--- src/hw/soc_pkg.sv ---
package soc_pkg;

    // ==========================================================
    // Widths and address map
    // ==========================================================
    localparam int XLEN       = 32;
    localparam int NUM_GPIO   = 32;
    localparam int DMEM_WORDS = 2048;
    localparam int DMEM_AW    = $clog2(DMEM_WORDS);

    localparam logic [XLEN-1:0] DMEM_BASE    = 32'h0000_0000;
    localparam logic [XLEN-1:0] DMEM_BYTES   = DMEM_WORDS * 4;
    localparam logic [XLEN-1:0] GPIO_BASE    = 32'h2000_0000;
    localparam logic [XLEN-1:0] PWM_BASE     = 32'h2000_0100;
    localparam logic [XLEN-1:0] PERIPH_BYTES = 32;

    // Pad shared between GPIO and PWM
    localparam int PWM_PIN = 0;

    // Register offsets inside a peripheral window
    localparam logic [4:0] GPIO_IN_OFS    = 5'h00;
    localparam logic [4:0] GPIO_OUT_OFS   = 5'h04;
    localparam logic [4:0] GPIO_EN_OFS    = 5'h08;
    localparam logic [4:0] GPIO_SEL_OFS   = 5'h0C;
    localparam logic [4:0] PWM_PERIOD_OFS = 5'h00;
    localparam logic [4:0] PWM_DUTY_OFS   = 5'h04;
    localparam logic [4:0] PWM_CTRL_OFS   = 5'h08;

    // ==========================================================
    // Processor port and Wishbone types
    // ==========================================================
    // Load/store size, RISC-V funct3 encoding
    typedef enum logic [2:0] {
        MEM_B  = 3'b000,
        MEM_H  = 3'b001,
        MEM_W  = 3'b010,
        MEM_BU = 3'b100,
        MEM_HU = 3'b101
    } mem_op_e;

    typedef struct packed {
        logic [XLEN-1:0] addr;
        logic [XLEN-1:0] wdata;
        logic            write;
        logic            read;
        mem_op_e         op;
    } proc_req_t;

    typedef struct packed {
        logic [XLEN-1:0] rdata;
        logic            ack;
        logic            err;
    } proc_rsp_t;

    typedef struct packed {
        logic [XLEN-1:0] adr;
        logic [XLEN-1:0] dat;
        logic [3:0]      sel;
        logic            we;
        logic            cyc;
        logic            stb;
    } wb_m2s_t;

    typedef struct packed {
        logic [XLEN-1:0] dat;
        logic            ack;
        logic            err;
    } wb_s2m_t;

endpackage

--- src/hw/gpio_ctrl.sv ---
`timescale 1ns/1ps

module gpio_ctrl import soc_pkg::*; (
    input  logic                clk,
    input  logic                rst_n_i,
    input  wb_m2s_t             wb_i,
    output wb_s2m_t             wb_o,
    input  logic                pwm_i,
    input  logic [NUM_GPIO-1:0] gpio_i,
    output logic [NUM_GPIO-1:0] gpio_o,
    output logic [NUM_GPIO-1:0] gpio_en_o
);

    logic [NUM_GPIO-1:0] out_q;
    logic [NUM_GPIO-1:0] en_q;
    logic                sel_q;
    logic [NUM_GPIO-1:0] sync1_q;
    logic [NUM_GPIO-1:0] sync2_q;
    logic [XLEN-1:0]     rdata_q;
    logic                ack_q;
    logic                access;
    logic                wr;
    logic [4:0]          ofs;

    assign access = wb_i.cyc && wb_i.stb && !ack_q;
    assign wr     = access && wb_i.we;
    assign ofs    = wb_i.adr[4:0];

    // Two-flop input synchroniser, second stage is the input register
    always_ff @(posedge clk) begin
        sync1_q <= gpio_i;
        sync2_q <= sync1_q;
    end

    // ==========================================================
    // Registers
    // ==========================================================
    always_ff @(posedge clk) begin
        if (!rst_n_i) begin
            out_q <= '0;
            en_q  <= '0;
            sel_q <= 1'b0;
            ack_q <= 1'b0;
        end else begin
            ack_q <= access;
            for (int b = 0; b < NUM_GPIO / 8; b++) begin
                if (wr && wb_i.sel[b] && ofs == GPIO_OUT_OFS) begin
                    out_q[8*b +: 8] <= wb_i.dat[8*b +: 8];
                end
                if (wr && wb_i.sel[b] && ofs == GPIO_EN_OFS) begin
                    en_q[8*b +: 8] <= wb_i.dat[8*b +: 8];
                end
            end
            if (wr && wb_i.sel[0] && ofs == GPIO_SEL_OFS) begin
                sel_q <= wb_i.dat[0];
            end
        end
    end

    always_ff @(posedge clk) begin
        if (access) begin
            case (ofs)
                GPIO_IN_OFS:  rdata_q <= XLEN'(sync2_q);
                GPIO_OUT_OFS: rdata_q <= XLEN'(out_q);
                GPIO_EN_OFS:  rdata_q <= XLEN'(en_q);
                GPIO_SEL_OFS: rdata_q <= XLEN'(sel_q);
                default:      rdata_q <= '0;
            endcase
        end
    end

    assign wb_o = '{dat: rdata_q, ack: ack_q, err: 1'b0};

    // ==========================================================
    // Pad mux
    // ==========================================================
    always_comb begin
        gpio_o    = out_q;
        gpio_en_o = en_q;
        if (sel_q) begin
            gpio_o[PWM_PIN]    = pwm_i;
            gpio_en_o[PWM_PIN] = 1'b1;
        end
    end

endmodule

--- config.mk ---
export PLATFORM = sky130hd
export DESIGN_NAME = gpio_ctrl
export DESIGN_NICKNAME = d
export VERILOG_FILES = /design/src/hw/soc_pkg.sv /design/src/hw/gpio_ctrl.sv
export SDC_FILE = /design/constraint.sdc
export NUM_CORES = 1
export LEC_CHECK = 0
export BUFFER_PORTS_ARGS = -buffer_cell sky130_fd_sc_hd__clkbuf_2
export CAP_MARGIN = 20
export CELL_PAD_IN_SITES_DETAIL_PLACEMENT = 1
export CELL_PAD_IN_SITES_GLOBAL_PLACEMENT = 2
export CORE_ASPECT_RATIO = 2
export CORE_MARGIN = 2
export CORE_UTILIZATION = 28
export DETAILED_ROUTE_END_ITERATION = 10
export GPL_TIMING_DRIVEN = 1
export PLACE_DENSITY = 0.83
export SYNTH_ARGS = -nofsm -noshare
export SYNTH_HDL_FRONTEND = slang
export SYNTH_SLANG_ARGS = --single-unit
--- constraint.sdc ---
create_clock -name clk -period 2 [get_ports clk]
set_input_delay 0.2 -clock clk [delete_from_list [all_inputs] [get_ports clk]]
set_output_delay 0.2 -clock clk [all_outputs]
set_load 0.01 [all_outputs]
# Word-level counts from Yosys, hierarchy flattened
# Cells that the tools add are included.
# op_classes
n_eq_ne	3
reduce_logical	18
muxes	3
# ops
cell	count
$pmux 32 s4	1
$logic_and 1x1->1	16
$eq 5x4->1 const B	2
$eq 5x3->1 const B	1
$logic_not 5->1	1
$mux 1	2
$logic_not 1->1	1
# totals
out_inout_bits	98
regBits	162
input_bits	106

# Depth between registers and ports, before layout
# logic_depth
ltp_word	5
depth_mapped	6

# Least setup slack after synthesis
# No wires, ideal clock.
# synth_timing
path_type	flip-flop to flip-flop
start	register ack_q
end	register rdata_q[0] (enable)
path_stages_with_launch	2
t_arrival_ns	1.699
setup_slack_ns	-0.122
path_buffers	0
period_less_slack_ns	2.122
cell_sequence	dfxtp_1 -> nor2_1
# synth_between
elab_chain_cells	2
# synth_lines
element	line_no	text
from (decl)	gpio_ctrl.sv:20	logic ack_q;
from (signal assigned)	gpio_ctrl.sv:45	ack_q <= access;
$logic_not 1->1	gpio_ctrl.sv:25	assign access = wb_i.cyc && wb_i.stb && !ack_q;
$logic_and 1x1->1	gpio_ctrl.sv:25	
via access	gpio_ctrl.sv:21	logic access;
to (signal assigned)	gpio_ctrl.sv:63	GPIO_IN_OFS: rdata_q <= XLEN'(sync2_q);
to (signal assigned)	gpio_ctrl.sv:64	GPIO_OUT_OFS: rdata_q <= XLEN'(out_q);
to (signal assigned)	gpio_ctrl.sv:65	GPIO_EN_OFS: rdata_q <= XLEN'(en_q);
to (decl)	gpio_ctrl.sv:19	logic [XLEN-1:0] rdata_q;
# The timed path passes the listed nets, and every way through them passes these cells.
# A chain may end at the register's enable or synchronous reset.

# Worst setup path after layout
# layout_timing
start	register ack_q
end	register en_q[14]
# layout_between
elab_chain_cells	5
# layout_lines
element	line_no	text
$logic_not 1->1	gpio_ctrl.sv:25	
$logic_and 1x1->1	gpio_ctrl.sv:25	
$logic_and 1x1->1	gpio_ctrl.sv:26	assign wr = access && wb_i.we;
$logic_and 1x1->1 (2 in series)	gpio_ctrl.sv:50	if (wr && wb_i.sel[b] && ofs == GPIO_EN_OFS) begin
to (signal, indexed assignment)	gpio_ctrl.sv:51	en_q[8*b +: 8] <= wb_i.dat[8*b +: 8];
to (decl)	gpio_ctrl.sv:15	logic [NUM_GPIO-1:0] en_q;
# Every way passes these cells.

==> results.ini <==
[run_status]
run_status = complete, no violations

[sta]
min_period_ns = 1.63
timing.final.crit_share_pct = 81.5
relSlewSlack_pct = 42.8
fmax_mhz = 614
finalSetupViolations = 0
hold_ws_ns = 0.0331
final.setup_skew_ns = 0.0118
hold_viol = 0
finalSetupTns_ns = 0
rsz0062_at_grt = false
setup_ws_ns = 0.370
worstMarginPinSlew_ns = 0.858
drv_slew = 0

[critical_path]
reg2reg_slack_ns = 0.37
endpoint_kind = register
slowest_stage = and4b_1
worstSetupStartpointType = register
crit_required_ns = 2.30
worst-setup-path-type = register to register
path_delay_family = simple AND/OR/NAND/NOR gates
timing.critical_path.buf_inv = 0
crit_fanout = 8
cp_slowest_stage_delay_ns = 0.46
critPathArrivalTime_ns = 1.93
crit_chain = and4b_1, nand4_2, mux2i_1

[finish]
drive_gt1_share_pct = 33.0
ff_latch_area_um2 = 3560
final_util_pct = 36.3
fin_nets = 806
diodes = 0
nFillCells = 2428
multiInputGateArea_um2 = 1770
syn_to_final_growth_pct = 28.5

[yosys]
synth_common_cells = dfxtp_1, nand2_1, mux2i_1
ys_seq_elements = 162
yosys_warnings = 0
synth_nets = 648
synth_edf_count = 32
synthAdderAreaFrac_pct = 0
synth_flop_cell = dfxtp_1
postSynthAreaPerCell_um2 = 11.2
synth_top_cell_by_area = dfxtp_1
netlist_instances = 542
synthesis.area_um2 = 6050
synth_area_leaders = dfxtp_1, edfxtp_1, mux2i_1, buf_4, nand2_1
synth_top_family_by_area = simple AND/OR/NAND/NOR gates
yosysTopAreaCellShare_pct = 43.0
synth_seq_area_share_pct = 58.9
async_flop_share_pct = 0
synth_compound_area_share_pct = 5.44
synth.distinct_cells = 28
synthXorXnorAreaFrac_pct = 0
synthSimpleGateAreaFrac_pct = 12.5
yosysMostFrequentCell = dfxtp_1
muxShareOfSynthArea_pct = 10.9

[global_route]
grt_max_degree = 61
grt_pass1_wl_mm = 25.3
grt_pass1_vias = 4760
track_usage_pct = 15.1
grt_antenna_before_repair = 0
grt-ovfl-total = 0

[cts]
clockBufferDepth = 2
cts_root_buffer = clkbuf_16
cts_inserted_buffers = 17
cts.clk_slew.worst_paths_ns = 0.06
clk-insertion-delay-late_ns = 0.43
clkSinkCount = 162
cts_tree = done
h-tree-depth = 4

[power]
vdd_ir_drop_max_mv = 0.533
clkPwrFrac_pct = 43.8
p_leak_nw = 3.55
power_frac_seq_pct = 50.6
p_total_mw = 6.83
p_per_area_nw_per_um2 = 879
pwr-share-comb_pct = 5.6
p_switching_mw = 1.53
swShare_pct = 22.4
p_int_mw = 5.30

[placement]
dpl.hpwl_mm = 11.9
port_buffers = 175
preCtsSetupSlack_ns = 0.181
place_congestion = 0.750

[detailed_routing]
wl_mm = 16.7
wl_per_cell_um = 17.0
dr.pass1.iters = 4
vias = 4378
drtIter0Drc = 146
drtAntennaViolNets = 0
routed_via_density = 4.44
drc = 0

[floorplanning]
start_util_pct = 28.3
rows = 76
die-area_um2 = 22900
coreArea_um2 = 21400
die_h_um = 212
pin_count = 204
dieWidth_um = 108

[flow_run]
drv_cap = 0

[hold_path]
worst_hold_path_type = primary input to register

final timing paths:
path	start	cells after the start	end
setup reg to reg	ack_q	3	en_q[14]
setup / recovery	ack_q	3	en_q[14]
hold reg to reg	sync1_q[21]	0	sync2_q[21]
hold / removal	wb_i[16]	3	en_q[9]
placed cells by master, fill, tap and decap left out, types with 2 or more instances in the layout:
| cell type | n |
|---|---|
| dlygate4sd3_1 | 40 |
| a221o_1 | 32 |
| buf_4 | 16 |
| clkinvlp_4 | 3 |
| or2_2 | 2 |
| edfxtp_1 | 32 |
| clkinv_2 | 5 |
| nand2_1 | 98 |
| nand4_2 | 4 |
| nor2_4 | 2 |
| clkbuf_16 | 17 |
| dfxtp_1 | 130 |
| clkbuf_1 | 4 |
| nor3_1 | 32 |
| buf_12 | 2 |
| nor4_4 | 4 |
| inv_1 | 36 |
| clkbuf_2 | 174 |
| mux2i_1 | 65 |
area by class of cell:
type	instances	share of cell area, %
Timing Repair Buffer	232	18.4
Inverter	36	1.74
Multi-Input combinational cell	251	22.7
Clock inverter	11	1.19
Clock buffer	21	5.67
Tap cell	273	4.40
Sequential cell	162	45.9
power groups by stage:
stage,registers (mW),logic (mW),clock network (mW)
floorplan,3.54,0.134,0
global route,3.46,0.422,3.22
detailed placement,3.53,0.326,0
finish,3.46,0.384,2.99
CTS,3.46,0.391,3.11
global placement,3.52,0.322,0
cells by family after synthesis:
| group | after synthesis |
|---|---|
| flops | 162 |
| simple gates | 151 |
| buf+inv | 129 |
| mux | 66 |
| compound gates | 33 |
| other cells | 1 |
per-stage QoR:
step,std cells,area (um^2)
3_3_place_gp,914,6840
6_report,986,7770
2_1_floorplan,542,6050
5_1_grt,986,7770
3_5_place_dp,914,6840
4_1_cts,986,7770
per-layer routing:
| layer | track usage (%) | share of wire, % |
|---|---|---|
| met5 | 0 | 0 |
| met4 | 8.75 | 3.5 |
| met3 | 3.69 | 4.4 |
| met2 | 28.9 | 57 |
| met1 | 14.2 | 35 |
state kept, by name, summed over array words and instances (netlist names):
register,flops
sync2_q,32
ack_q,1
out_q,32
sel_q,1
rdata_q,32
en_q,32
sync1_q,32
tightest hold or removal path, cell delays in order:
cell	delay, ns
clkbuf_2	0.08
nand2_1	0.07
mux2i_1	0.06
repair_timing:
item	CTS	global route
hold endpoints to repair	46	0
gates resized for setup	0	0
setup buffers	0	0
hold buffers	40	0
(Power assumes the default switching activity.)
