==> config.mk <==
export PLATFORM = sky130hd
export DESIGN_NAME = wb_intercon
export DESIGN_NICKNAME = d
export VERILOG_FILES = /design/src/hw/soc_pkg.sv /design/src/hw/wb_intercon.sv
export SDC_FILE = /design/constraint.sdc
export NUM_CORES = 1
export LEC_CHECK = 0
export BUFFER_PORTS_ARGS = -buffer_cell sky130_fd_sc_hd__buf_2
export CORE_AREA = 2 2 162 164
export DETAILED_ROUTE_END_ITERATION = 10
export DIE_AREA = 0 0 164 166
export HOLD_SLACK_MARGIN = 0.12
export PLACE_DENSITY = 0.48
export SKIP_CTS_REPAIR_TIMING = 1
export SLEW_MARGIN = 25
export SYNTH_ARGS = -nofsm -noshare
export SYNTH_HDL_FRONTEND = slang
export SYNTH_SLANG_ARGS = --single-unit
==> constraint.sdc <==
create_clock -name clk -period 1.62 [get_ports clk]
set_clock_uncertainty 0.1 [all_clocks]
set_input_delay 0.324 -clock clk [delete_from_list [all_inputs] [get_ports clk]]
set_output_delay 0.324 -clock clk [all_outputs]
set_load 0.005 [all_outputs]
==> src/hw/soc_pkg.sv <==
package soc_pkg;

    // ==========================================================
    // Widths and address map
    // ==========================================================
    localparam int XLEN       = 32;
    localparam int NUM_GPIO   = 32;
    localparam int DMEM_WORDS = 2048;
    localparam int DMEM_AW    = $clog2(DMEM_WORDS);

    localparam logic [XLEN-1:0] DMEM_BASE    = 32'h0000_0000;
    localparam logic [XLEN-1:0] DMEM_BYTES   = DMEM_WORDS * 4;
    localparam logic [XLEN-1:0] GPIO_BASE    = 32'h2000_0000;
    localparam logic [XLEN-1:0] PWM_BASE     = 32'h2000_0100;
    localparam logic [XLEN-1:0] PERIPH_BYTES = 32;

    // Pad shared between GPIO and PWM
    localparam int PWM_PIN = 0;

    // Register offsets inside a peripheral window
    localparam logic [4:0] GPIO_IN_OFS    = 5'h00;
    localparam logic [4:0] GPIO_OUT_OFS   = 5'h04;
    localparam logic [4:0] GPIO_EN_OFS    = 5'h08;
    localparam logic [4:0] GPIO_SEL_OFS   = 5'h0C;
    localparam logic [4:0] PWM_PERIOD_OFS = 5'h00;
    localparam logic [4:0] PWM_DUTY_OFS   = 5'h04;
    localparam logic [4:0] PWM_CTRL_OFS   = 5'h08;

    // ==========================================================
    // Processor port and Wishbone types
    // ==========================================================
    // Load/store size, RISC-V funct3 encoding
    typedef enum logic [2:0] {
        MEM_B  = 3'b000,
        MEM_H  = 3'b001,
        MEM_W  = 3'b010,
        MEM_BU = 3'b100,
        MEM_HU = 3'b101
    } mem_op_e;

    typedef struct packed {
        logic [XLEN-1:0] addr;
        logic [XLEN-1:0] wdata;
        logic            write;
        logic            read;
        mem_op_e         op;
    } proc_req_t;

    typedef struct packed {
        logic [XLEN-1:0] rdata;
        logic            ack;
        logic            err;
    } proc_rsp_t;

    typedef struct packed {
        logic [XLEN-1:0] adr;
        logic [XLEN-1:0] dat;
        logic [3:0]      sel;
        logic            we;
        logic            cyc;
        logic            stb;
    } wb_m2s_t;

    typedef struct packed {
        logic [XLEN-1:0] dat;
        logic            ack;
        logic            err;
    } wb_s2m_t;

endpackage

==> src/hw/wb_intercon.sv <==
`timescale 1ns/1ps

module wb_intercon import soc_pkg::*; (
    input  logic    clk,
    input  logic    rst_n_i,
    input  wb_m2s_t m_i,
    output wb_s2m_t m_o,
    output wb_m2s_t dmem_o,
    output wb_m2s_t gpio_o,
    output wb_m2s_t pwm_o,
    input  wb_s2m_t dmem_i,
    input  wb_s2m_t gpio_i,
    input  wb_s2m_t pwm_i
);

    logic dmem_hit;
    logic gpio_hit;
    logic pwm_hit;
    logic err_q;

    function automatic logic in_window(input logic [XLEN-1:0] adr,
                                       input logic [XLEN-1:0] base,
                                       input logic [XLEN-1:0] bytes);
        return (adr & ~(bytes - 1'b1)) == base;
    endfunction

    // Strobe reaches a slave only when its window matches
    function automatic wb_m2s_t gate(input wb_m2s_t m, input logic hit);
        wb_m2s_t g;
        g     = m;
        g.cyc = m.cyc & hit;
        g.stb = m.stb & hit;
        return g;
    endfunction

    assign dmem_hit = in_window(m_i.adr, DMEM_BASE, DMEM_BYTES);
    assign gpio_hit = in_window(m_i.adr, GPIO_BASE, PERIPH_BYTES);
    assign pwm_hit  = in_window(m_i.adr, PWM_BASE, PERIPH_BYTES);

    assign dmem_o = gate(m_i, dmem_hit);
    assign gpio_o = gate(m_i, gpio_hit);
    assign pwm_o  = gate(m_i, pwm_hit);

    // Unmapped access, answered like a slave one cycle later
    always_ff @(posedge clk) begin
        if (!rst_n_i) begin
            err_q <= 1'b0;
        end else begin
            err_q <= m_i.cyc && m_i.stb && !(dmem_hit || gpio_hit || pwm_hit) && !err_q;
        end
    end

    always_comb begin
        if (dmem_hit) begin
            m_o = dmem_i;
        end else if (gpio_hit) begin
            m_o = gpio_i;
        end else if (pwm_hit) begin
            m_o = pwm_i;
        end else begin
            m_o = '{dat: '0, ack: 1'b0, err: err_q};
        end
    end

endmodule

After elaboration in Yosys (flattened, before gate mapping):

Index checks and enable logic that the tools add are counted.

* bits in registers: 1
* bits of input ports: 175
* output and inout port bits: 247
* word-level logic and storage cells: 20

* equality and inequality tests: 2
* mux-type cells: 3
* bitwise logic cells: 6
* reduce and logical (&&, ||, !) cells: 8

Operators with widths (number)
* 34-bit 2-to-1 mux: 3
* 27-bit by 25-bit equality test with 1-bit output (second input constant): 2
* 32-bit zero test: 1
* 1-bit bitwise AND: 6
* 1-bit logical AND: 3
* 1-bit zero test: 2
* 1-bit logical OR: 2

Logic depth before layout (Yosys ltp):

Gate-level depths: netlist of the first run.

* depth after elaboration: 6
* mapped depth: 6
* gate-level depth less buffers: 4

Worst setup path before layout of the first run:

No wires, ideal clock.

* path type: input port to output port
* start: input port m_i[58] (netlist bit)
* end: output port m_o[10] (netlist bit)
* arrival time: 1.344 ns
* required time: 1.196 ns
* setup slack: -0.148 ns
* stages: 6
* buffers on the path: 2
* cells stage by stage: nor4_1 > nand3_1 > or2_1 > buf_6 > buf_8 > nor2_1

RTL lines
* from (decl): RTL line wb_intercon.sv:6 `input wb_m2s_t m_i,`
* to (decl): RTL line wb_intercon.sv:7 `output wb_s2m_t m_o,`

==> run metrics, run 1 <==
outcome finished with violations; violated checks negative setup slack; Setup crit end kind primary output; WHS 0.447 ns; Cell variety after synth 25; Syn Nets 560; DR WL/cell 12.1 um; HP Start err_q; reg-to-reg critical path startpoint err_q; fin crit share 129%; cell count of the worst hold path 2; area of the core 0.0256 sq mm; WL final 9.51 mm; num rows 59; Worst EP arrival 1.67 ns; vias in the first global route 2234; Starting Density 10.7%; Top Ports 422; final setup margin -0.470 ns; DRT Pass-1 Iters 4; startpoint types input port; share of post-route cells with drive strength above 1 79.8%; sequential share of the synthesized area 0.728%; Post-Syn Instances 385; worst path required time 1.20 ns; P&R area growth vs syn 22.2%; worst r2r path cells 2; Hold WC Path Type register to register; setup_tns -16.14 ns; leak pwr 1.62 nW; RSZ-0062 raised after global routing yes; Tot Pwr 608 uW; IO buf count 253; Yosys reg bits 1; power density over cell area 181 mW/mm^2; critical path type input port to primary output; Fmax 0.479 GHz; GRT Total Usage 5.98%; Synth Warn # 0; DR iter-0 viols 51; Largest Register err_q; initial antenna violation count 2; Critical R2R Capture err_q; Diodes inserted 0; Core Util, Final 13.1%; maxcap violations 0; die width 164 um; remaining antenna violation count after routing 0; first-pass GRT wire length 12.5 mm; clock insertion delay at the later pin of the skew report 0 ns; largest net degree at the start of global routing 41; Setup violations, final 40; fin. max-slew vios 0; total gr overflow 0; max FFs per register 1; Vias 2469; # DRC 0; die area 0.0272 sq mm; dpl cells 785; nets 628; cell area after synthesis 0.00275 sq mm; crit path time final 2.09 ns; crit path max fanout 5; clk slew on worst S/H paths 0 ns; biggest regs err_q: 1 flops; DP Wirelength 7.99 mm; drt via density 3.14; Slew @ Worst Pin 0.275 ns; final number of hold-violating endpoints 0; Worst Hold End err_q; Avg Cell Area, Syn 7.15 sq um; Slew headroom 81.7%; DIE HEIGHT 166 um; peak supply drop 0.108 mV; reg2reg setup slack 0.85 ns; routability cong. 0.734; fin cells 786
[Yosys cell counts, drive strengths merged]
cell type	instances	area, sq um
clkbuf	7	26.3
o32a	1	11.3
nor4b	1	8.76
nor3b	2	15.0
nand4b	1	8.76
nand4	1	6.26
nand2	2	7.51
buf	216	1640
nand3	2	10.0
nor4	5	31.3
and4b	2	20.0
a21oi	34	170
or2	1	6.26
o21ai	1	5.00
and4	2	17.5
mux2	34	383
dfxtp	1	20.0
nor2b	33	206
and2	1	6.26
or3	1	7.51
nor2	35	131
nand2b	2	12.5
[worst max-delay path by stage]
stage                 start  endpoint  cells after the start
floorplan           m_i[58]   m_o[21]                      6
global placement    m_i[62]   m_o[26]                      8
detailed placement  m_i[50]    m_o[0]                      6
CTS                 m_i[62]   m_o[26]                      8
global route        m_i[67]   m_o[26]                      8
finish              m_i[67]   m_o[31]                      8
[metal layers]
metal	vias up	track usage (%)	share of wire [%]
met5	-	0	0.12
met4	2	1.64	2.7
met3	31	1.62	11
met2	207	11.9	51
met1	1051	5.92	35
li1	1178	-	-
[layout by cell type (no fill, tap or decap)]
cell type  count
buf_2        248
mux2_2        34
nor2b_1       33
a21oi_1       33
buf_4         28
nor2_2        14
nor2_4        11
nor2_1        10
buf_6          7
nor4_4         4
buf_12         4
nand2_1        2
nand2b_1       2
nor3b_1        2
and4b_1        2
and4_1         2
nor4_2         1
nand3_2        1
or2_4          1
nor4b_2        1
and2_4         1
a21oi_2        1
nand4_1        1
or3_4          1
o21ai_0        1
o32a_2         1
nand3_1        1
nand4b_1       1
clkbuf_16      1
dfxtp_1        1
buf_8          1
[stage by stage]
| step | area [sq um] | setup slack, ns |
|---|---|---|
| after floorplan | 2880 | -0.130 |
| after global placement | 3210 | -0.597 |
| after detailed placement | 3210 | -0.593 |
| after CTS | 3210 | -0.597 |
| after global routing | 3360 | -0.546 |
| final | 3360 | -0.470 |
[layout make-up]
class / instances / area [sq um]
fill: 3009 / 22300
timing repair buffer: 289 / 1650
multi-input combinational: 161 / 1270
tap: 335 / 419
sequential: 1 / 20.0
[report_power, final]
group,total (mW),leakage [nW],switching [mW],internal (mW)
logic,0.581,1.62,0.242,0.338
clock network,0,0,0,0
registers,0.0269,0.00820,0.000745,0.0262
total,0.608,1.62,0.243,0.365
[cell families (layout without fill, tap and decap cells)]
logic type	Yosys count	in the layout	share of synthesized area, %
and+or+nand+nor	91	91	18.0
AOI/OAI and AO/OA	36	36	6.78
buffers and inverters	223	289	60.6
muxes	34	34	13.9
DFF	1	1	0.728
[worst max-delay path, cell delays in order]
cell and delay (ns):
buf_8 0.10, nor4_4 0.28, nand3_2 0.16, or2_4 0.30, buf_6 0.14, clkbuf_16 0.16
nor2_2 0.09, buf_2 0.11
Power figures use the tool's default switching activity.
==> run 2: changes to the inputs <==
BUFFER_PORTS_ARGS = unset   (was -buffer_cell sky130_fd_sc_hd__buf_2)
DONT_BUFFER_PORTS = 1   (was unset)
PLACE_DENSITY = 0.34   (was 0.48)
==> run 2 against run 1 <==
Against the previous run: the flow still finishes with violations (negative setup slack); via count is 41% lower; worst hold slack worse by 0.073 ns; wire length is 19% lower; sequential power hardly changed; combinational power is 72% lower; maximum frequency is 15% higher; sequential share of layout area is 0.52 points higher; total power is 68% lower; die area stayed put; critical path depth is 3 lower; largest cell class is now multi-input gates; highest routed layer unchanged.
==> run metrics, run 2 (same netlist as run 1, synthesis figures left out) <==
first-pass GRT wire length 9.86 mm; Sequential cell area 20.0 sq um; crit path time final 1.82 ns; WL final 7.69 mm; total gr overflow 0; Slew @ Worst Pin 0.316 ns; area occupied by multi-input gates 0.00125 sq mm; Setup crit end kind primary output; num rows 59; DR WL/cell 15.2 um; maxcap violations 0; worst path required time 1.20 ns; Crit path largest cell delay 0.29 ns; worst r2r path cells 2; # DRC 0; area of the core 0.0256 sq mm; fin. max-slew vios 0; routability cong. 0.594; remaining antenna violation count after routing 0; Worst EP arrival 1.40 ns; DIE HEIGHT 166 um; Setup violations, final 40; Flop pwr share 14.0%; die width 164 um; commonest non-fill, non-tap cell in the layout mux2_2; nets 347; GRT Total Usage 4.87%; startpoint types input port; Worst Hold End err_q; Vias 1468; max FFs per register 1; Top Ports 422; die area 0.0272 sq mm; share of post-route cells with drive strength above 1 48.8%; vias in the first global route 1480; final number of hold-violating endpoints 0; commonest cells after routing, fill and taps aside mux2_2, nor2b_1, a21oi_1, nor2_2, nor2_1; DP Area 0.00172 sq mm; reg2reg setup slack 0.87 ns; DR iter-0 viols 31; DP Wirelength 6.39 mm; leak pwr 0.403 nW; peak supply drop 0.113 mV; outcome finished with violations; crit path max fanout 27; Sw Share 30.9%; Tot Pwr 192 uW; Starting Density 10.7%; biggest regs err_q: 1 flops; cell count of the worst hold path 2; IO buf count 0; HP Start m_i[0]; Clock power frac 0%; RSZ-0062 raised after global routing yes; Largest Register err_q; WHS 0.374 ns; clk slew on worst S/H paths 0 ns; Critical-path top delay cell or2_4; design area 0.00180 sq mm; Internal 133 uW; Psw 59.2 uW; P&R area growth vs syn -34.7%; Fmax 0.549 GHz; DRT Pass-1 Iters 4; Slew headroom 78.9%; reg-to-reg critical path startpoint err_q; drt via density 2.90; FILL cells 3022; violated checks negative setup slack; power density over cell area 107 mW/mm^2; Gate power share 86.0%; largest net degree at the start of global routing 44; Core Util, Final 7.02%; critical path type input port to primary output; final setup margin -0.201 ns; CP Cell Sequence nor4_4 -> nand3_2 -> or2_4 -> buf_12 -> nor2_1; Critical R2R Capture err_q; fin crit share 112%; initial antenna violation count 3; clock insertion delay at the later pin of the skew report 0 ns; Hold WC Path Type input port to register
run 2: per-stage QoR:
stage                     setup WS (ns)  std cells  setup TNS [ns]
after floorplan                  -0.130        385           -3.80
after global placement           -0.370        504          -10.90
after detailed placement         -0.356        504          -11.08
after CTS                        -0.356        504          -11.10
after global routing             -0.289        505          -10.35
final                            -0.201        507           -6.55
run 2: area by class of cell:
type                            instances  share of cell area, %
Sequential cell                         1                   1.11
Antenna cell                            2                  0.278
Tap cell                              335                   23.3
Multi-Input combinational cell        161                   69.5
Timing Repair Buffer                    8                   5.85
run 2: worst max path at each step:
stage	start	to	slack, ns	depth (start not counted)
finish	m_i[67]	m_o[10]	-0.20	5
global route	m_i[67]	m_o[10]	-0.29	5
CTS	m_i[62]	m_o[31]	-0.36	5
detailed placement	m_i[62]	m_o[31]	-0.36	5
global placement	m_i[62]	m_o[31]	-0.37	5
floorplan	m_i[58]	m_o[21]	-0.13	6
run 2: routing by layer:
layer,global-route usage (%),routed length (um)
met3,2.02,975
met5,0,13
met2,8.60,3700
met1,4.97,2700
met4,2.17,299
run 2: power by group through the flow:
stage	clock [mW]	combinational, mW	sequential [mW]
finish	0.000000168	0.165	0.0269
detailed placement	0	0.162	0.0270
global route	0	0.181	0.0270
CTS	0	0.163	0.0270
global placement	0	0.162	0.0270
floorplan	0	0.584	0.0266
run 2: worst max-delay path: cells and delay by family:
kind                   cells  cell delay [ns]
buffers and inverters      1             0.19
and+or+nand+nor            4             0.87
