[src/hw/soc_pkg.sv]
package soc_pkg;

    // ==========================================================
    // Widths and address map
    // ==========================================================
    localparam int XLEN       = 32;
    localparam int NUM_GPIO   = 32;
    localparam int DMEM_WORDS = 2048;
    localparam int DMEM_AW    = $clog2(DMEM_WORDS);

    localparam logic [XLEN-1:0] DMEM_BASE    = 32'h0000_0000;
    localparam logic [XLEN-1:0] DMEM_BYTES   = DMEM_WORDS * 4;
    localparam logic [XLEN-1:0] GPIO_BASE    = 32'h2000_0000;
    localparam logic [XLEN-1:0] PWM_BASE     = 32'h2000_0100;
    localparam logic [XLEN-1:0] PERIPH_BYTES = 32;

    // Pad shared between GPIO and PWM
    localparam int PWM_PIN = 0;

    // Register offsets inside a peripheral window
    localparam logic [4:0] GPIO_IN_OFS    = 5'h00;
    localparam logic [4:0] GPIO_OUT_OFS   = 5'h04;
    localparam logic [4:0] GPIO_EN_OFS    = 5'h08;
    localparam logic [4:0] GPIO_SEL_OFS   = 5'h0C;
    localparam logic [4:0] PWM_PERIOD_OFS = 5'h00;
    localparam logic [4:0] PWM_DUTY_OFS   = 5'h04;
    localparam logic [4:0] PWM_CTRL_OFS   = 5'h08;

    // ==========================================================
    // Processor port and Wishbone types
    // ==========================================================
    // Load/store size, RISC-V funct3 encoding
    typedef enum logic [2:0] {
        MEM_B  = 3'b000,
        MEM_H  = 3'b001,
        MEM_W  = 3'b010,
        MEM_BU = 3'b100,
        MEM_HU = 3'b101
    } mem_op_e;

    typedef struct packed {
        logic [XLEN-1:0] addr;
        logic [XLEN-1:0] wdata;
        logic            write;
        logic            read;
        mem_op_e         op;
    } proc_req_t;

    typedef struct packed {
        logic [XLEN-1:0] rdata;
        logic            ack;
        logic            err;
    } proc_rsp_t;

    typedef struct packed {
        logic [XLEN-1:0] adr;
        logic [XLEN-1:0] dat;
        logic [3:0]      sel;
        logic            we;
        logic            cyc;
        logic            stb;
    } wb_m2s_t;

    typedef struct packed {
        logic [XLEN-1:0] dat;
        logic            ack;
        logic            err;
    } wb_s2m_t;

endpackage

[src/hw/wb_master_bridge.sv]
`timescale 1ns/1ps

module wb_master_bridge import soc_pkg::*; (
    input  logic      clk,
    input  logic      rst_n_i,
    input  proc_req_t req_i,
    output proc_rsp_t rsp_o,
    output logic      stall_o,
    output wb_m2s_t   wb_o,
    input  wb_s2m_t   wb_i
);

    typedef enum logic {
        ST_IDLE,
        ST_BUSY
    } state_e;

    state_e          state_q;
    logic [XLEN-1:0] adr_q;
    logic [XLEN-1:0] dat_q;
    logic [3:0]      sel_q;
    logic            we_q;
    mem_op_e         op_q;
    logic [1:0]      ofs_q;
    logic [3:0]      sel_d;
    logic [XLEN-1:0] dat_d;
    logic [1:0]      ofs_d;
    logic [XLEN-1:0] lane;
    logic [XLEN-1:0] rdata_d;
    logic [XLEN-1:0] rsp_data_q;
    logic            rsp_ack_q;
    logic            rsp_err_q;
    logic            start;
    logic            done;

    assign start = (state_q == ST_IDLE) && (req_i.read || req_i.write);
    assign done  = (state_q == ST_BUSY) && (wb_i.ack || wb_i.err);

    // Lane select and store data replication
    always_comb begin
        case (req_i.op)
            MEM_B, MEM_BU: begin
                ofs_d = req_i.addr[1:0];
                sel_d = 4'b0001 << ofs_d;
                dat_d = {4{req_i.wdata[7:0]}};
            end
            MEM_H, MEM_HU: begin
                ofs_d = {req_i.addr[1], 1'b0};
                sel_d = 4'b0011 << ofs_d;
                dat_d = {2{req_i.wdata[15:0]}};
            end
            default: begin
                ofs_d = 2'b00;
                sel_d = 4'b1111;
                dat_d = req_i.wdata;
            end
        endcase
    end

    // Align the returned lane, then extend
    always_comb begin
        lane = wb_i.dat >> {ofs_q, 3'b000};
        case (op_q)
            MEM_B:   rdata_d = {{(XLEN-8){lane[7]}}, lane[7:0]};
            MEM_BU:  rdata_d = {{(XLEN-8){1'b0}}, lane[7:0]};
            MEM_H:   rdata_d = {{(XLEN-16){lane[15]}}, lane[15:0]};
            MEM_HU:  rdata_d = {{(XLEN-16){1'b0}}, lane[15:0]};
            default: rdata_d = lane;
        endcase
    end

    always_ff @(posedge clk) begin
        if (!rst_n_i) begin
            state_q   <= ST_IDLE;
            rsp_ack_q <= 1'b0;
            rsp_err_q <= 1'b0;
        end else begin
            rsp_ack_q <= done && wb_i.ack;
            rsp_err_q <= done && wb_i.err && !wb_i.ack;
            if (start) begin
                state_q <= ST_BUSY;
            end else if (done) begin
                state_q <= ST_IDLE;
            end
        end
    end

    // Access payload, captured with the request
    always_ff @(posedge clk) begin
        if (start) begin
            adr_q <= {req_i.addr[XLEN-1:2], 2'b00};
            dat_q <= dat_d;
            sel_q <= sel_d;
            we_q  <= req_i.write;
            op_q  <= req_i.op;
            ofs_q <= ofs_d;
        end
        if (done) begin
            rsp_data_q <= wb_i.ack ? rdata_d : '0;
        end
    end

    // One cycle stays open for the whole access
    assign stall_o = (state_q == ST_BUSY);

    assign wb_o = '{adr: adr_q, dat: dat_q, sel: sel_q, we: we_q,
                    cyc: stall_o, stb: stall_o};

    assign rsp_o = '{rdata: rsp_data_q, ack: rsp_ack_q, err: rsp_err_q};

endmodule

[config.mk]
export PLATFORM = sky130hd
export DESIGN_NAME = wb_master_bridge
export DESIGN_NICKNAME = d
export VERILOG_FILES = /design/src/hw/soc_pkg.sv /design/src/hw/wb_master_bridge.sv
export SDC_FILE = /design/constraint.sdc
export NUM_CORES = 1
export LEC_CHECK = 0
export BUFFER_PORTS_ARGS = -buffer_cell sky130_fd_sc_hd__buf_2
export CORE_MARGIN = 4
export CORE_UTILIZATION = 42
export DETAILED_ROUTE_END_ITERATION = 10
export GPL_ROUTABILITY_DRIVEN = 1
export PLACE_DENSITY = 0.78
export SKIP_CTS_REPAIR_TIMING = 1
export SLEW_MARGIN = 40
export SYNTH_ARGS = -nofsm -noshare
export SYNTH_HDL_FRONTEND = slang
export SYNTH_SLANG_ARGS = --single-unit
[constraint.sdc]
create_clock -name clk -period 4 [get_ports clk]
set_input_delay 0.4 -clock clk [delete_from_list [all_inputs] [get_ports clk]]
set_output_delay 0.4 -clock clk [all_outputs]
set_load 0.03 [all_outputs]
Word-level counts from Yosys, hierarchy flattened:

Index checks and enable logic that the tools add are counted.

* register bits after elaboration: 107
* output and inout bits: 106
* logic and storage cells: 39

* multiplexer cells: 6
* eq/ne operators: 6
* shift-type cells: 3
* bitwise gates (word level): 1
* reductions and logical operators: 13

Operators by type and width (number)
* case mux 32 bit (4 select lines): 1
* case mux 32 bit (2 select lines): 1
* right shift 32 x 5 -> 32 bit: 1
* equality test 3 bit, second input constant: 4
* case mux 4 bit (2 select lines): 1
* equality test 3 x 1 -> 1 bit, second input constant: 2
* logical NOT 3 bit: 2
* logical AND 1 bit: 5
* case mux 2 bit (2 select lines): 1
* OR reduction 2 bit: 2
* left shift 1 x 2 -> 4 bit, first input constant: 1
* left shift 2 x 2 -> 4 bit, first input constant: 1
* logical OR 1 bit: 2
* 2-to-1 mux 1 bit: 2
* nonzero test 2 bit: 1
* logical NOT 1 bit: 1
* NOT 1 bit: 1

Depth between registers and ports, before layout:

* word-level depth: 4
* gate-level depth with buffers: 7
* depth with buffers taken out: 4

Least setup slack after synthesis:

No wires, ideal clock.

* path kind: flip-flop to flip-flop
* start: reg state_q (netlist: stall_o)
* end: reg adr_q[10], enable pin
* library setup time: 0.506 ns
* path slack: -0.051 ns
* required time: 3.494 ns
* arrival time: 3.544 ns
* cell stages (with the launch flop): 2
* cell sequence: dfxtp_1 -> nor2_1

* longest elaborated chain between the ends: 2

Ends and longest elaborated chain
* start, declared: line wb_master_bridge.sv:18 `state_e state_q;`
* start signal, assigned: line wb_master_bridge.sv:74 `state_q <= ST_IDLE;`
* start signal, assigned: line wb_master_bridge.sv:81 `state_q <= ST_BUSY;`
* start signal, assigned: line wb_master_bridge.sv:83 `state_q <= ST_IDLE;`
* NOT 1 bit: line wb_master_bridge.sv:36 `assign start = (state_q == ST_IDLE) && (req_i.read || req_i.write);`
* logical AND 1 bit: line wb_master_bridge.sv:36
* net start: line wb_master_bridge.sv:33 `logic start;`
* end signal, assigned: line wb_master_bridge.sv:91 `adr_q <= {req_i.addr[XLEN-1:2], 2'b00};`
* end, declared: line wb_master_bridge.sv:19 `logic [XLEN-1:0] adr_q;`

The timed path passes the listed nets, and every way through them passes these cells.
A chain may end at the register's enable or synchronous reset.

Final worst setup path:

* start: reg ofs_q[1]
* end: reg rsp_data_q[17] (data pin)

* longest elaborated chain between the ends: 2

Ends and longest elaborated chain
* start, declared: line wb_master_bridge.sv:24 `logic [1:0] ofs_q;`
* start signal, assigned: line wb_master_bridge.sv:96 `ofs_q <= ofs_d;`
* right shift 32 x 5 -> 32 bit: line wb_master_bridge.sv:62 `lane = wb_i.dat >> {ofs_q, 3'b000};`
* case mux 32 bit (4 select lines): line wb_master_bridge.sv:63 `case (op_q)`
* end signal, assigned: line wb_master_bridge.sv:99 `rsp_data_q <= wb_i.ack ? rdata_d : '0;`
* end, declared: line wb_master_bridge.sv:30 `logic [XLEN-1:0] rsp_data_q;`

No other way between the ends.

==> metrics.log <==
INFO  metric synthAdderAreaFrac = 0%
INFO  metric max_capacitance_violation_count = 0
INFO  metric post_layout_minimum_cycle_time = 2.15 ns
INFO  metric cts.sinks = between 100 and 150
INFO  metric power_leakage = around 2.5 nW
INFO  metric grt_first_pass_wirelength = between 15 and 20 mm
INFO  metric synth_xor_xnor_area_share = 0%
INFO  metric fillerInstances = 844
INFO  metric cp.required = between 4 and 5 ns
INFO  metric synth_compound_area_share = under 10%
INFO  metric status = completed
INFO  metric first_global_vias = around 3.3k
INFO  metric synth_async_sr_flop_share = 0%
INFO  metric cts_root_buf = sky130_fd_sc_hd__clkbuf_8
INFO  metric synthDominantAreaCellType = sky130_fd_sc_hd__edfxtp_1
INFO  metric detail_route.wirelength = approximately 10 mm
INFO  metric groute.usage.overall = between 15 and 20%
INFO  metric die_area = 12300 sq um
INFO  metric maxSlewHeadroom = 45.2%
INFO  metric worstSetupEndpointType = flip-flop
INFO  metric number_of_enable_type_register_cells_in_the_synthesized_netlist = ~100
INFO  metric dominant_combinational_cell_family_by_area_after_synthesis = multiplexers
INFO  metric initialDrtViolationCount = 178
INFO  metric max_freq = approximately 460 MHz
INFO  metric dpl.hpwl = slightly below 8 mm
INFO  metric final-hold-violation-count = 0
INFO  metric worst_setup_hold_path_clk_slew = approximately 0.10 ns
INFO  metric mappedNetlistArea = 4430 sq um
INFO  metric power_per_cell_area = between 400 and 500 nW/um^2
INFO  metric finalClockSkew = 0.0134 ns
INFO  metric ant_nets = 0
INFO  metric yosys_most_used_dff = sky130_fd_sc_hd__edfxtp_1
INFO  metric start_util = 42.9%
INFO  metric cts-buffers-inserted = 9
INFO  metric syn_to_final_growth = 30.2%
INFO  metric place_worst_setup_slack = around 1.7 ns
INFO  metric drt_pre_antenna_iters = 5
INFO  metric crit_fanout = 19
INFO  metric io-pin-count = roughly 210
INFO  metric synth.avg_cell_area = around 16 sq um
INFO  metric route.vias.total = approximately 3.1k
INFO  metric synth.yosys.seq_area_share = between 70% and 80%
INFO  metric avgViaCountPerCell = roughly 5
INFO  metric synth-simple-area-share = between 7 and 8%
INFO  metric gp_routability_congestion = slightly below 0.8
INFO  metric synth_top_area_share = 70.5%
INFO  metric tightest_slew = between 0.8 and 0.9 ns
INFO  metric antenna_cells_inserted = 0
INFO  metric cts_max_path_buffers = 2
INFO  metric post-route-drc-count = 0
INFO  metric tritoncts = built
INFO  metric worstPathCellList = buf_8, nor2b_1, a2bb2oi_1, a211o_2, o21ai_0
INFO  metric yosysMostFrequentCell = sky130_fd_sc_hd__edfxtp_1
INFO  metric post_synth_main_area_contributors = sky130_fd_sc_hd__edfxtp_1 (70%), sky130_fd_sc_hd__mux2_2 (6.1%), sky130_fd_sc_hd__mux2i_1 (5.4%)
INFO  metric fp.dieW = ~110 um
INFO  metric detail_route.wl_per_cell = around 17 um
INFO  metric ir_drop = between 0.2 and 0.25 mV
INFO  metric die_height = 111 um
INFO  metric placeableCoreArea = 10300 sq um
INFO  metric synth_top_cells_by_count = sky130_fd_sc_hd__edfxtp_1 (104), sky130_fd_sc_hd__nand2_1 (31), sky130_fd_sc_hd__mux2_2 (24), sky130_fd_sc_hd__mux2i_1 (24), sky130_fd_sc_hd__nor2_1 (23)
INFO  metric synth_seq_cells = roughly 110
INFO  metric path_class = reg -> reg
INFO  metric gr_ovfl_total = 0
INFO  metric row_count = 37
INFO  metric clock_insertion_delay_worst_skew = approximately 0.36 ns
INFO  metric crit_slowest_cell = sky130_fd_sc_hd__edfxtp_1
INFO  metric layout_setup_ws = roughly 1.8 ns
INFO  metric yosys-mux-area-fraction = between 10% and 20%
INFO  metric final_max_slew_viol_count = 0
INFO  metric placement.io_buffers = between 200 and 250
INFO  metric class_of_the_tightest_hold_or_removal_check = in -> reg
INFO  metric netlist_instances = around 290
INFO  metric distinct_cell_type_count_after_synthesis = 31
INFO  metric drive_gt1_share = a little over half
INFO  metric min_period_over_period = 53.9%
INFO  metric timing.final.setup_violations = 0
INFO  metric critical_path.max_stage_delay = approximately 0.57 ns
INFO  metric timing.critical_path.arrival = about 2.4 ns
INFO  metric rsz0062_at_grt = no
INFO  metric tns = 0 ns
INFO  metric grt_max_degree = 66
INFO  metric cts.htree.levels = 3
INFO  metric num-nets-final = around 590
INFO  metric critical_path.startpoint_type = flip-flop
INFO  metric number_of_warnings_reported_in_the_yosys_synthesis_log = 0
INFO  metric number_of_antenna_violations_at_the_first_check_in_global_routing = 0
kinds of logic after synthesis:
logic type      after synthesis
simple gates                 70
mux                          49
other cells                   1
flops                       107
buf+inv                      20
compound gates               38
worst paths after layout:
check	slack (ns)	cells after the start	start	to
setup / recovery	1.85	5	ofs_q[1]$_DFFE_PP_	rsp_data_q[17]$_SDFFCE_PN0P_
hold / removal	0.22	1	req_i[39]	adr_q[2]$_DFFE_PP_
setup reg to reg	1.85	5	ofs_q[1]$_DFFE_PP_	rsp_data_q[17]$_SDFFCE_PN0P_
hold reg to reg	0.60	1	stall_o$_SDFFE_PN0P_	rsp_ack_q$_SDFF_PN0_
cell type report:
type | instances | area (sq um) | area share (%)
tap | 136 | 170 | 2.95
multi-input combinational | 159 | 1140 | 19.8
clock buffer | 10 | 128 | 2.21
timing repair buffer | 212 | 1080 | 18.8
clock inverter | 6 | 65.1 | 1.13
sequential | 107 | 3180 | 55.2
metrics by stage:
stage               util, %  area, sq um  power (mW)  std cells  hold slack, ns
CTS                    55.7         5750        2.53        629           0.187
detailed placement     53.8         5560        1.89        613           0.578
global placement       53.8         5560        1.87        613           0.576
global route           55.9         5770        2.63        630           0.183
floorplan                 -         4440        1.72        286           0.499
finish                 55.9         5770        2.51        630           0.217
critical path: cells and delay by family (launching register included):
family | cells | cell delay, ns
compound gates | 3 | 0.75
buf+inv | 1 | 0.21
flops | 1 | 0.57
simple gates | 1 | 0.45
routing by layer:
metal  wire, um  GRT usage, %  share of wire, %
met2       5280          28.5                51
met5          0             0                 0
met1       3720          18.5                36
met3       1190          7.31                11
met4        228          7.55               2.2
placed cells by master, fill, tap and decap left out, drive strengths merged, types with 2 or more instances in the layout:
master / synthesis / layout
edfxtp: 104 / 104
nand2b: 2 / 2
o21ai: 18 / 18
clkinv: 0 / 3
and2: 3 / 3
buf: 14 / 212
nand3b: 2 / 2
nor2b: 5 / 5
nand2: 31 / 31
dfxtp: 3 / 3
nor2: 23 / 23
clkbuf: 6 / 10
conb: 1 / 2
mux2: 24 / 24
mux2i: 24 / 24
a211oi: 7 / 7
o211a: 7 / 7
report_power, final:
part	total, mW	leakage (nW)	internal (mW)	switching, mW
Clock	0.647	0.0966	0.291	0.356
Combinational	0.492	1.39	0.160	0.332
Sequential	1.37	1.04	1.34	0.0288
Total	2.51	2.53	1.79	0.717
registers in the layout, indices dropped and copies added (netlist names):
name        cells
rsp_err_q       1
stall_o         1
op_q            3
ofs_q           2
adr_q          30
dat_q          32
rsp_data_q     32
we_q            1
sel_q           4
rsp_ack_q       1
Note: power is estimated with default switching activity, not from simulation.
